<file path="src/io_params.svh">
`ifndef IO_PARAMS_SVH
`define IO_PARAMS_SVH

// Host data bus width
`define IO_DATA_W 8

// Host address bits 7 to 4
`define IO_ADDR_W 4

// Slot codes 6 and 7 select nothing
`define IO_SLOT_COUNT 6

// Constant byte at the system type address
`define IO_SYSTYPE_VAL 8'h40

// Coin and test switch bits, neutral
`define IO_STATUS_FILL 6'b111111

`endif

</file>
<file path="src/ioPkg.sv">
package ioPkg;

	// Decoded register behind the current bus address
	typedef enum logic [2:0]
	{
		regDip      = 3'd0,   // DIP switch bank, read only
		regSysType  = 3'd1,   // Fixed system type byte
		regStatus   = 3'd2,   // Calendar lines plus fill bits
		regSlot     = 3'd3,   // Cartridge slot number
		regLedLatch = 3'd4,   // LED latch strobes
		regLedData  = 3'd5,   // LED segment data
		regRtcCtrl  = 3'd6,   // Calendar serial control lines
		regNone     = 3'd7    // Unmapped address
	} regSel;

	// Wishbone slave handshake states
	typedef enum logic [1:0]
	{
		busIdle = 2'd0,       // Waiting for cyc and stb
		busAck  = 2'd1,       // Ack high this cycle
		busWait = 2'd2        // Ack done, stb still high
	} busState;

endpackage

</file>
<file path="src/busSlave.sv">
`timescale 1ns/100ps

`include "io_params.svh"

module busSlave
(
	input  logic                  nBITWD0,
	input  logic                  reset,
	input  logic                  wbCyc,
	input  logic                  wbStb,
	input  logic                  wbWe,
	input  logic [`IO_ADDR_W-1:0] wbAdr,
	output logic [`IO_DATA_W-1:0] wbDatOut,
	output logic                  wbAck,
	output ioPkg::regSel          sel,
	output logic                  wrEn,
	input  logic [`IO_DATA_W-1:0] rdData
);

	import ioPkg::*;

	busState state;
	logic    req;   // Master is requesting

	assign req = wbCyc && wbStb;

	// Handshake FSM, one ack per request
	always_ff @(posedge nBITWD0)
	begin
		if (reset)
			state <= busIdle;
		else
		begin
			case (state)
				busIdle: if (req) state <= busAck;
				busAck:  state <= req ? busWait : busIdle;  // Master may drop stb at once
				busWait: if (!req) state <= busIdle;
				default: state <= busIdle;
			endcase
		end
	end

	assign wbAck = (state == busAck);
	assign wrEn  = wbAck && wbWe;                           // Register write on the ack edge
	assign wbDatOut = wbAck ? rdData : '0;                  // Only valid with ack

	// Address decode, wbAdr[2:0] is CPU A6..A4
	always_comb
	begin
		case (wbAdr[2:0])
			3'b000:  sel = wbAdr[3] ? regSysType : regDip;  // A7 picks system type
			3'b001:  sel = regStatus;
			3'b010:  sel = regSlot;
			3'b011:  sel = regLedLatch;
			3'b100:  sel = regLedData;
			3'b101:  sel = regRtcCtrl;
			default: sel = regNone;
		endcase
	end

	// Ack only while the master still holds the request
	ackNeedsReq: assert property (@(posedge nBITWD0) disable iff (reset)
		wbAck |-> (wbCyc && wbStb));

	// Single cycle ack
	ackOneCycle: assert property (@(posedge nBITWD0) disable iff (reset)
		wbAck |=> !wbAck);

endmodule

</file>
<file path="src/inputSync.sv">
`timescale 1ns/100ps

`include "io_params.svh"

module inputSync
(
	input  logic                  nBITWD0,
	input  logic                  reset,
	input  logic [`IO_DATA_W-1:0] dipSw,
	input  logic                  rtcDout,
	input  logic                  rtcTp,
	input  logic                  systemB,
	output logic [`IO_DATA_W-1:0] dipSync,
	output logic [`IO_DATA_W-1:0] statusByte,
	output logic                  systemBSync
);

	logic [`IO_DATA_W-1:0] dipMeta;   // First stage
	logic [1:0]            rtcMeta;   // {dout, tp}
	logic [1:0]            rtcSync;
	logic                  sysBMeta;

	// DIP and calendar line synchronizers
	always_ff @(posedge nBITWD0)
	begin
		if (reset)
		begin
			dipMeta <= '0;
			dipSync <= '0;
			rtcMeta <= '0;
			rtcSync <= '0;
		end
		else
		begin
			dipMeta <= dipSw;
			dipSync <= dipMeta;
			rtcMeta <= {rtcDout, rtcTp};
			rtcSync <= rtcMeta;
		end
	end

	// systemB synchronizer
	always_ff @(posedge nBITWD0)
	begin
		sysBMeta    <= systemB;
		systemBSync <= sysBMeta;
	end

	assign statusByte = {rtcSync, `IO_STATUS_FILL};   // Calendar in bits 7 and 6

endmodule

</file>
<file path="src/ioRegisters.sv">
`timescale 1ns/100ps

`include "io_params.svh"

module ioRegisters
(
	input  logic                  nBITWD0,
	input  logic                  reset,
	input  logic                  wrEn,
	input  ioPkg::regSel          sel,
	input  logic [`IO_DATA_W-1:0] wrData,
	input  logic [`IO_DATA_W-1:0] dipSync,
	input  logic [`IO_DATA_W-1:0] statusByte,
	output logic [`IO_DATA_W-1:0] rdData,
	output logic [2:0]            slotCode,
	output logic [2:0]            ledLatchReg,
	output logic [`IO_DATA_W-1:0] ledDataReg,
	output logic [2:0]            rtcCtrlReg
);

	import ioPkg::*;

	localparam int PadW = `IO_DATA_W - 3;   // Zero pad for 3-bit fields

	// Register writes on the ack edge
	always_ff @(posedge nBITWD0)
	begin
		if (reset)
		begin
			slotCode    <= '0;   // Slot 0 selected
			ledLatchReg <= '0;
			ledDataReg  <= '0;
			rtcCtrlReg  <= '0;
		end
		else if (wrEn)
		begin
			case (sel)
				regSlot:     slotCode    <= wrData[2:0];
				regLedLatch: ledLatchReg <= wrData[5:3];   // Strobes sit in D5..D3
				regLedData:  ledDataReg  <= wrData;
				regRtcCtrl:  rtcCtrlReg  <= wrData[2:0];   // Strobe, clk, din
				default:     ;                              // Read only or unmapped
			endcase
		end
	end

	// Read mux
	always_comb
	begin
		case (sel)
			regDip:      rdData = dipSync;
			regSysType:  rdData = `IO_SYSTYPE_VAL;
			regStatus:   rdData = statusByte;
			regSlot:     rdData = {{PadW{1'b0}}, slotCode};
			regLedLatch: rdData = {{PadW{1'b0}}, ledLatchReg};   // Read back unshifted
			regLedData:  rdData = ledDataReg;
			regRtcCtrl:  rdData = {{PadW{1'b0}}, rtcCtrlReg};
			default:     rdData = '1;
		endcase
	end

endmodule

</file>
<file path="src/boardOutputs.sv">
`timescale 1ns/100ps

`include "io_params.svh"

module boardOutputs
(
	input  logic                      nBITWD0,
	input  logic                      reset,
	input  logic [2:0]                slotCode,
	input  logic                      systemBSync,
	input  logic [2:0]                ledLatchReg,
	input  logic [`IO_DATA_W-1:0]     ledDataReg,
	input  logic [2:0]                rtcCtrlReg,
	output logic [`IO_SLOT_COUNT-1:0] nSlot,
	output logic                      slotA,
	output logic                      slotB,
	output logic                      slotC,
	output logic [2:0]                ledLatch,
	output logic [`IO_DATA_W-1:0]     ledData,
	output logic                      rtcDin,
	output logic                      rtcClk,
	output logic                      rtcStrobe
);

	localparam int SlotN = `IO_SLOT_COUNT;

	logic [SlotN-1:0] nSlotNext;
	logic             slotValid;   // Codes 0 to 5

	assign slotValid = slotCode < 3'(SlotN);

	// One-cold enable gated by systemB
	always_comb
	begin
		if (systemBSync && slotValid)
			nSlotNext = ~(SlotN'(1) << slotCode);
		else
			nSlotNext = '1;   // Invalid code or no systemB
	end

	// Slot enables and slot code lines
	always_ff @(posedge nBITWD0)
	begin
		nSlot               <= nSlotNext;
		{slotC, slotB, slotA} <= systemBSync ? slotCode : 3'b000;
	end

	// LED and calendar lines
	always_ff @(posedge nBITWD0)
	begin
		if (reset)
		begin
			ledLatch                     <= '0;
			ledData                      <= '0;
			{rtcStrobe, rtcClk, rtcDin} <= '0;
		end
		else
		begin
			ledLatch                     <= ledLatchReg;
			ledData                      <= ledDataReg;
			{rtcStrobe, rtcClk, rtcDin} <= rtcCtrlReg;   // Bit 0 is din
		end
	end

	// Never two slots enabled
	oneSlotMax: assert property (@(posedge nBITWD0) disable iff (reset)
		$onehot0(~nSlot));

endmodule

</file>
<file path="src/neoIoTop.sv">
`timescale 1ns/100ps

`include "io_params.svh"

module neoIoTop
(
	input  logic                      nBITWD0,
	input  logic                      reset,
	input  logic                      wbCyc,
	input  logic                      wbStb,
	input  logic                      wbWe,
	input  logic [`IO_ADDR_W-1:0]     wbAdr,
	input  logic [`IO_DATA_W-1:0]     wbDatIn,
	output logic [`IO_DATA_W-1:0]     wbDatOut,
	output logic                      wbAck,
	input  logic [`IO_DATA_W-1:0]     dipSw,
	input  logic                      rtcDout,
	input  logic                      rtcTp,
	input  logic                      systemB,
	output logic [`IO_SLOT_COUNT-1:0] nSlot,
	output logic                      slotA,
	output logic                      slotB,
	output logic                      slotC,
	output logic [2:0]                ledLatch,
	output logic [`IO_DATA_W-1:0]     ledData,
	output logic                      rtcDin,
	output logic                      rtcClk,
	output logic                      rtcStrobe
);

	import ioPkg::*;

	regSel                 sel;
	logic                  wrEn;
	logic [`IO_DATA_W-1:0] rdData;
	logic [`IO_DATA_W-1:0] dipSync;
	logic [`IO_DATA_W-1:0] statusByte;
	logic                  systemBSync;
	logic [2:0]            slotCode;
	logic [2:0]            ledLatchReg;
	logic [`IO_DATA_W-1:0] ledDataReg;
	logic [2:0]            rtcCtrlReg;

	// Host side
	busSlave busSlaveInst (.nBITWD0, .reset, .wbCyc, .wbStb, .wbWe, .wbAdr,
		.wbDatOut, .wbAck, .sel, .wrEn, .rdData);

	// Board inputs
	inputSync inputSyncInst (.nBITWD0, .reset, .dipSw, .rtcDout, .rtcTp, .systemB,
		.dipSync, .statusByte, .systemBSync);

	ioRegisters ioRegistersInst (.nBITWD0, .reset, .wrEn, .sel, .wrData(wbDatIn),
		.dipSync, .statusByte, .rdData, .slotCode, .ledLatchReg, .ledDataReg,
		.rtcCtrlReg);

	// Board outputs
	boardOutputs boardOutputsInst (.nBITWD0, .reset, .slotCode, .systemBSync,
		.ledLatchReg, .ledDataReg, .rtcCtrlReg, .nSlot, .slotA, .slotB, .slotC,
		.ledLatch, .ledData, .rtcDin, .rtcClk, .rtcStrobe);

endmodule

</file>
<file path="config.mk">
export PLATFORM = sky130hd
export DESIGN_NAME = neoIoTop
export DESIGN_NICKNAME = d
export VERILOG_FILES = /design/src/ioPkg.sv /design/src/busSlave.sv /design/src/inputSync.sv /design/src/ioRegisters.sv /design/src/boardOutputs.sv /design/src/neoIoTop.sv
export VERILOG_INCLUDE_DIRS = /design/src /design/src/src
export SDC_FILE = /design/constraint.sdc
export NUM_CORES = 1
export LEC_CHECK = 0
export ABC_AREA = 0
export ABC_CLOCK_PERIOD_IN_PS = 1710
export BUFFER_PORTS_ARGS = -buffer_cell sky130_fd_sc_hd__buf_4
export CAP_MARGIN = 20
export CELL_PAD_IN_SITES_DETAIL_PLACEMENT = 0
export CELL_PAD_IN_SITES_GLOBAL_PLACEMENT = 1
export CORE_MARGIN = 2
export CORE_UTILIZATION = 40
export CTS_BUF_LIST = sky130_fd_sc_hd__clkbuf_2 sky130_fd_sc_hd__clkbuf_4 sky130_fd_sc_hd__clkbuf_8
export DETAILED_ROUTE_END_ITERATION = 8
export GPL_ROUTABILITY_DRIVEN = 1
export PLACE_DENSITY_LB_ADDON = 0.3
export SYNTH_ARGS = -nofsm -noshare
export SYNTH_HDL_FRONTEND = slang
export SYNTH_SLANG_ARGS = --single-unit
</file>
<file path="constraint.sdc">
create_clock -name nBITWD0 -period 1.71 [get_ports nBITWD0]
set_input_delay 0.342 -clock nBITWD0 [delete_from_list [all_inputs] [get_ports nBITWD0]]
set_output_delay 0.342 -clock nBITWD0 [all_outputs]
set_load 0.005 [all_outputs]
</file>
# Yosys cells after proc, flatten, opt, wreduce, memory -nomap -nowiden
# Cells that the tools add are included.
totals:
  reg_bits: 64
  output_inout_bits: 32
  elab_cells: 57
classes:
  order_cmp: 1
  eq_ne: 15
  n_shift: 1
  muxes: 8
  bitwise_logic: 1
  reduce_logical: 11
op_table:
  columns: ["op", "count"]
  rows:
  - ["$pmux 8 s7", 1]
  - ["$pmux 3 s6", 1]
  - ["$eq 3x3->1 const B", 5]
  - ["$eq 3x2->1 const B", 4]
  - ["$reduce_and 2->1", 5]
  - ["$mux 8", 1]
  - ["$eq 3x1->1 const B", 2]
  - ["$logic_not 3->1", 2]
  - ["$mux 2", 3]
  - ["$not 6->6", 1]
  - ["$pmux 2 s3", 1]
  - ["$shl 1x3->6 const A", 1]
  - ["$logic_and 1x1->1", 3]
  - ["$lt 3x3->1 const B", 1]
  - ["$eq 2x1->1 const B", 1]
  - ["$eq 2x2->1 const B", 1]
  - ["$logic_not 2->1", 1]
  - ["$ne 2x1->1 const B", 1]
  - ["$ne 2x2->1 const B", 1]
  - ["$mux 1", 1]

# Longest topological paths before layout
# Gate-level depths: netlist of run 1.
depth:
  depth_word: 5
  ltp_mapped: 5
  mapped_depth_nobuf: 4

# By module
# Synthesis of run 1 repeated with hierarchy kept, for this count alone.
unflattened:
  hier_cells: 229
  hier_area_um2: 2483.6
modules_own_cells:
  columns: ["module", "n_inst", "cells_each", "area_per_inst_um2", "seq_area_each_um2"]
  rows:
  - ["ioRegisters", 1, 108, 943.4, 340.3]
  - ["inputSync", 1, 51, 706.9, 440.4]
  - ["boardOutputs", 1, 47, 636.9, 460.4]
  - ["busSlave", 1, 23, 196.4, 40.0]

# Worst setup path after synthesis of run 1
# No wires, ideal clock.
synth_path:
  path_kind: "in2out"
  startpoint: "in wbAdr[0]"
  endpoint: "out wbDatOut[0]"
  t_arrival_ns: 1.041
  path_slack_ns: 0.327
  cell_stages: 5
  path_buffers: 2
  path_cell_list: "buf_2 > buf_2 > o21ai_0 > a21oi_1 > o21a_1"
synth_between:
  elab_chain_len: 5
synth_lines:
  columns: ["element", "line_no", "text"]
  rows:
  - ["start: declaration", "neoIoTop.sv:12", "input logic [`IO_ADDR_W-1:0] wbAdr,"]
  - ["$eq 3x3->1, or another cell as far along", "busSlave.sv:50", "case (wbAdr[2:0])"]
  - ["$pmux 3 s6 (*)", "busSlave.sv:50", null]
  - ["$eq 3x3->1, or another cell as far along", "ioRegisters.sv:50", "case (sel)"]
  - ["$pmux 8 s7 (*)", "ioRegisters.sv:50", null]
  - ["$mux 8 (*)", "busSlave.sv:45", "assign wbDatOut = wbAck ? rdData : '0;"]
  - ["end: declaration", "neoIoTop.sv:14", "output logic [`IO_DATA_W-1:0] wbDatOut,"]
# Mark *: on every way between the ends. The rest lies on a longest branch, timed or not.

# Worst setup path after layout of run 1
layout_path:
  startpoint: "reg ioRegistersInst.ledDataReg[1]"
  endpoint: "out wbDatOut[1]"
layout_between:
  elab_chain_len: 2
layout_lines:
  columns: ["element", "line_no", "text"]
  rows:
  - ["start: declaration", "ioRegisters.sv:17", "output logic [`IO_DATA_W-1:0] ledDataReg,"]
  - ["start signal: assignment", "ioRegisters.sv:40", "regLedData: ledDataReg <= wrData;"]
  - ["$pmux 8 s7", "ioRegisters.sv:50", null]
  - ["$mux 8", "busSlave.sv:45", null]
# Every way passes these cells.

==> flow_metrics.py, run 1 <==
metrics = {
    "timing": {
        "setup-violations-final": 1,
        "hold_viol": 0,
        "slew_violations": 0,
        "holdWs_ps": 117,
        "period_needed_ps": 1710,
        "clock.fmax_mhz": 584,
        "worstMarginPinSlew_ps": 279,
        "fin_ws_ps": -1.85,
        "grt_setup_unrepaired": "true",
        "clock_skew_ps": 5.83,
        "period_share": 1.00,
        "slew_headroom": 0.814,
    },
    "worst_hold_path": {
        "min_from": "systemB",
        "min_path_type": "primary input to flip-flop",
    },
    "routing": {
        "routed-via-count": 1686,
        "drt-initial-drc-count": 66,
        "route.detailed.drc": 0,
        "ant_nets": 0,
        "drtPass1Iterations": 4,
        "wl_mm": 4.38,
        "wl_per_cell_um": 12.0,
        "vias_per_cell": 4.62,
    },
    "pwr": {
        "p_clk_frac": 0.459,
        "p_leak_uw": 0.00126,
        "seqPwrFrac": 0.485,
        "p_sw_frac": 0.204,
        "p_switching_uw": 643,
        "power_density_nw_per_um2": 1050,
        "internal_power_uw": 2510,
        "combPwrFrac": 0.056,
        "ir_drop_mv": 0.592,
    },
    "clock_network": {
        "clock-root-buffer": "clkbuf_8",
        "cts_buffers": 9,
        "path_clk_slew_ps": 60,
        "cts.sinks": 64,
        "clockBufferDepth": 2,
        "clock_latency_ps": 330,
        "post_cts_buffers": 0,
        "cts_tree": "yes",
        "htreeDepth": 3,
    },
    "global_routing": {
        "grt_pass1_vias": 1507,
        "grt_max_degree": 29,
        "grt_use_total": 0.154,
        "grt_pass1_wl_mm": 7.12,
        "grt_overflow": 0,
        "antenna_found_initial": 0,
    },
    "finish": {
        "finalNetCount": 316,
        "register_area_um2": 1280,
        "area_delta_synth_final_pct": 35.7,
        "n_fill_cell": 519,
        "instances_no_fill": 365,
        "drive_above_1_share": 0.307,
        "multi_input_area_um2": 898,
        "antenna_cells": 0,
    },
    "setup_path": {
        "critPathLaunch": "ioRegistersInst.ledDataReg[1]",
        "r2r-start": "busSlaveInst.state[0]",
        "cp_slowest_stage_delay_ps": 350,
        "worstSetupPathType": "flip-flop to output pin",
        "worstPathRequired_ps": 1370,
        "start_kind": "flip-flop",
        "crit_fanout": 3,
        "worst_ep_arrival_time_ps": 1370,
        "cp_num_buf_inv": 1,
        "path_cells": "and3b_1 -> a31oi_1 -> o221a_2 -> a21oi_2 -> buf_4",
        "slowest_stage": "dfxtp_2",
        "cp_top_family": "compound AO/OA/AOI/OAI gates",
        "critPathCaptureType": "output pin",
    },
    "place": {
        "io_buffers": 59,
        "gp_congestion": 0.809,
        "hpwl_mm": 3.17,
        "place_inst": 349,
        "dpl_worst_slack_ps": 37.1,
    },
    "yosys": {
        "synth_seq_cells": 64,
        "seq_area_frac_synth": 0.577,
        "yosys_warnings": 0,
        "yosysUniqueCellTypes": 28,
        "netlist_instances": 223,
        "avgSynthCellArea_um2": 9.96,
        "synth_edf_count": 0,
        "syn_area_um2": 2220,
        "yosysTopAreaCellShare": 0.577,
        "async_reset_ff_frac": 0,
        "yosys.area.top_type": "dfxtp_1",
        "synth_nets": 251,
        "synth_area_leaders": "dfxtp_1, nor2b_1, mux2i_1, a21oi_1, nor2_1",
        "synthFlopType": "dfxtp_1",
    },
    "floorplanning": {
        "core_area_um2": 5440,
        "ios": 60,
        "die_w_um": 78.5,
        "die_h_um": 78.5,
        "start_util": 0.409,
        "rows": 27,
        "dieArea_um2": 6170,
    },
    "flow_run": {
        "cap_violations": 0,
    },
    "run_status": {
        "outcome": "complete, but fails checks",
        "violations": "negative setup slack",
    },
}
-- cell usage after synthesis (all sizes together), types with 4 or more instances --
cell type,number
nor2,19
nand2b,4
mux2i,13
dfxtp,64
nand3b,4
a21oi,15
nor2b,43
o21ai,13
nand2,12
clkbuf,8
-- stage by stage --
step	utilization	total power (uW)	cell area [um2]	TNS (ps)
CTS	0.553	3190	3010	-13.2
global route	0.554	3300	3020	-151
detailed placement	0.509	1740	2770	0
finish	0.554	3150	3020	-1.85
global placement	0.509	1740	2770	0
floorplan	-	1640	2220	0
-- cell type report --
cell class                      instances  area share
Timing Repair Buffer                   65       0.166
Sequential cell                        64       0.426
Clock inverter                          5      0.0261
Tap cell                               72      0.0299
Clock buffer                           11      0.0502
Multi-Input combinational cell        145       0.298
Inverter                                3     0.00373
-- kinds of logic after synthesis --
group,share of synthesized area
compound gates,0.109
buf+inv,0.0253
flops,0.577
mux,0.0586
simple gates,0.230
-- layer usage --
metal	GRT usage	share of wire	up-vias	wire length, um
met5	0	0	-	0
met4	0.0965	0.028	0	121
met3	0.0506	0.061	11	267
met2	0.238	0.48	50	2090
met1	0.185	0.43	753	1900
li1	-	-	872	-
-- timing repair --
action	CTS	global route
hold buffers	0	0
resized for setup	3	4
setup endpoints to repair	4	7
pin swaps	3	0
hold endpoints to repair	0	0
-- registers in the layout, summed over array words and instances, names as in the netlist, 3 cells and up --
signal,count
ioRegistersInst.ledDataReg,8
ioRegistersInst.slotCode,3
ioRegistersInst.ledLatchReg,3
boardOutputsInst.nSlot,6
inputSyncInst.dipSync,8
ioRegistersInst.rtcCtrlReg,3
boardOutputsInst.ledData,8
boardOutputsInst.ledLatch,3
inputSyncInst.dipMeta,8
-- power groups by stage --
stage | logic, uW | clock network (uW) | registers, uW
6_report | 175 | 1450 | 1530
5_1_grt | 196 | 1570 | 1530
4_1_cts | 176 | 1490 | 1530
3_5_place_dp | 175 | 0 | 1560
3_3_place_gp | 174 | 0 | 1560
2_1_floorplan | 83.4 | 0 | 1560
-- path summary, 6_finish.rpt --
check	end	slack (ps)	depth (start not counted)
hold reg to reg	inputSyncInst.systemBSync	330	0
hold / removal	inputSyncInst.sysBMeta	120	1
setup / recovery	wbDatOut[1]	-2	5
setup reg to reg	ioRegistersInst.slotCode[2]	350	4
-- placed cells by master (no fill, tap or decap), types with 2 or more instances in the layout --
master / n
a22oi_1: 3
nor2_1: 18
bufinv_16: 2
nand3b_1: 4
o22ai_1: 2
buf_4: 64
a22o_1: 2
inv_1: 3
dfxtp_2: 3
o21ai_0: 13
clkinv_2: 2
a21oi_1: 14
nand2_1: 12
mux2i_1: 13
nand2b_1: 2
nor2b_1: 43
dfxtp_1: 61
and2_1: 3
clkbuf_8: 11
o21a_1: 2
Power figures use the tool's default switching activity.
==> run 2, diff against run 1 <==
--- a/config.mk
+++ b/config.mk
@@ -7,13 +7,13 @@
 export NUM_CORES = 1
 export LEC_CHECK = 0
 export ABC_AREA = 0
-export ABC_CLOCK_PERIOD_IN_PS = 1710
+export ABC_CLOCK_PERIOD_IN_PS = 1990
 export BUFFER_PORTS_ARGS = -buffer_cell sky130_fd_sc_hd__buf_4
 export CAP_MARGIN = 20
 export CELL_PAD_IN_SITES_DETAIL_PLACEMENT = 0
 export CELL_PAD_IN_SITES_GLOBAL_PLACEMENT = 1
 export CORE_MARGIN = 2
-export CORE_UTILIZATION = 40
+export CORE_UTILIZATION = 44
 export CTS_BUF_LIST = sky130_fd_sc_hd__clkbuf_2 sky130_fd_sc_hd__clkbuf_4 sky130_fd_sc_hd__clkbuf_8
 export DETAILED_ROUTE_END_ITERATION = 8
 export GPL_ROUTABILITY_DRIVEN = 1
==> constraint.sdc (replaced) <==
create_clock -name nBITWD0 -period 1.99 [get_ports nBITWD0]
set_input_delay 0.398 -clock nBITWD0 [delete_from_list [all_inputs] [get_ports nBITWD0]]
set_output_delay 0.398 -clock nBITWD0 [all_outputs]
set_load 0.005 [all_outputs]
==> run 2 against run 1 <==
Compared with the run above:
- the run now ends clean
- clock-buffer cell count stayed put
- setup slack improved by 110 ps
- sequential cell count unchanged
- global-route usage rose by 1.7 points
- critical path depth unchanged
- die area shrank 8.6%
- sequential share of layout area rose by 0.90 points
- cell count is 1.9% lower
- core utilization is 6.1 points higher
- largest cell class unchanged
- highest routed layer unchanged
==> flow_metrics.py, run 2 (synthesis results as in run 1) <==
metrics = {
    "run_status": {
        "outcome": "completed",
    },
    "routing": {
        "wl_mm": 4.44,
        "wl_per_cell_um": 12.4,
        "ant_nets": 0,
        "route.detailed.drc": 0,
        "routed-via-count": 1714,
        "vias_per_cell": 4.79,
        "drtPass1Iterations": 4,
        "drt-initial-drc-count": 84,
    },
    "clock_network": {
        "clockBufferDepth": 2,
        "clock_latency_ps": 330,
        "holdBufCountCts": 0,
        "cts_tree": "yes",
        "path_clk_slew_ps": 70,
        "htreeDepth": 3,
        "cts_buffers": 9,
        "clock-root-buffer": "clkbuf_8",
        "cts.sinks": 64,
    },
    "floorplanning": {
        "dieArea_um2": 5630,
        "ios": 60,
        "rows": 25,
        "core_area_um2": 4790,
        "die_h_um": 75.1,
        "die_w_um": 75.1,
        "start_util": 0.464,
    },
    "timing": {
        "tns_ps": 0,
        "clock.fmax_mhz": 531,
        "grt_setup_unrepaired": "false",
        "period_share": 0.947,
        "period_needed_ps": 1880,
        "worstMarginPinSlew_ps": 419,
        "clock_skew_ps": 4.53,
        "slew_headroom": 0.721,
        "slew_violations": 0,
        "hold_viol": 0,
        "setup-violations-final": 0,
    },
    "global_routing": {
        "grt_use_total": 0.171,
        "grt_pass1_vias": 1548,
        "grt_max_degree": 45,
        "antenna_found_initial": 0,
        "grt_pass1_wl_mm": 7.13,
        "grt_overflow": 0,
    },
    "setup_path": {
        "worstPathRequired_ps": 1590,
        "start_kind": "flip-flop",
        "r2r-start": "busSlaveInst.state[1]",
        "critPathCaptureType": "output pin",
        "crit_fanout": 3,
        "critPathLaunch": "ioRegistersInst.ledDataReg[1]",
        "worst_ep_arrival_time_ps": 1490,
        "worstSetupPathType": "flip-flop to output pin",
    },
    "flow_run": {
        "cap_violations": 0,
    },
    "pwr": {
        "ir_drop_mv": 0.672,
        "p_leak_uw": 0.00123,
        "power_density_nw_per_um2": 875,
        "fin_total_pwr_uw": 2580,
    },
    "place": {
        "io_buffers": 59,
        "hpwl_mm": 3.21,
        "gp_congestion": 0.824,
    },
    "finish": {
        "antenna_cells": 0,
        "final_common_cell": "dfxtp_1",
        "final_cell_mix": "dfxtp_1, buf_4, nor2b_1, nor2_1, a21oi_1",
        "finalNetCount": 314,
        "n_fill_cell": 436,
        "area_delta_synth_final_pct": 32.5,
        "drive_above_1_share": 0.285,
    },
    "worst_hold_path": {
        "min_path_type": "primary input to flip-flop",
        "min_from": "systemB",
    },
}
run 2: changes by cell type in the layout (fill, tap and decap cells not counted):
cell	previous run	this run
clkinvlp_4	0	2
nor2_2	1	0
nand2b_1	2	3
buf_4	64	63
dfxtp_2	3	0
nor2_1	18	19
nand2b_4	1	0
bufinv_16	2	1
clkinv_4	1	0
dfxtp_1	61	64
buf_12	1	0
run 2: repair_timing:
item                                    4_1_cts  5_1_grt
setup buffers                                 0        0
resized for setup                             0        1
endpoints found under the setup margin        0        1
endpoints found under the hold margin         0        0
run 2: area by class of cell:
type	count	area, um2	area share
Sequential cell	64	1280	0.435
Clock inverter	5	55.1	0.0187
Timing Repair Buffer	63	473	0.161
Clock buffer	11	151	0.0514
Inverter	3	11.3	0.00382
Multi-Input combinational cell	145	888	0.302
Tap cell	67	83.8	0.0285
run 2: worst max-delay path, stage by stage, from the launching register on:
cell	delay (ps)
dfxtp_1	380
and3b_1	170
a31oi_1	40
o221a_2	260
a21oi_2	170
buf_4	140
run 2: path summary, 6_finish.rpt:
kind	endpoint	slack, ps	cells after the start
max reg2reg	ioRegistersInst.slotCode[0]	660	4
min	inputSyncInst.sysBMeta	170	1
min reg2reg	inputSyncInst.systemBSync	330	0
max	wbDatOut[1]	110	5
run 2: per-stage QoR:
stage	hold WS, ps	utilization	setup WS [ps]	cells	area (um2)
after CTS	156	0.614	64.5	358	2940
after detailed placement	317	0.571	110	342	2730
after global routing	152	0.615	36.7	358	2940
after floorplan	310	-	495	223	2220
after global placement	314	0.571	161	342	2730
final	165	0.615	105	358	2940
run 2: per-layer routing:
layer,share of wire,track usage,wire (um)
met1,0.44,0.216,1970
met2,0.48,0.273,2150
met3,0.061,0.0643,272
met4,0.011,0.0536,48
met5,0,0,0
run 2: report_power, final:
group	internal (uW)	switching, uW
Clock	642	477
Combinational	73.3	71.5
Sequential	1310	7.75
Total	2020	556
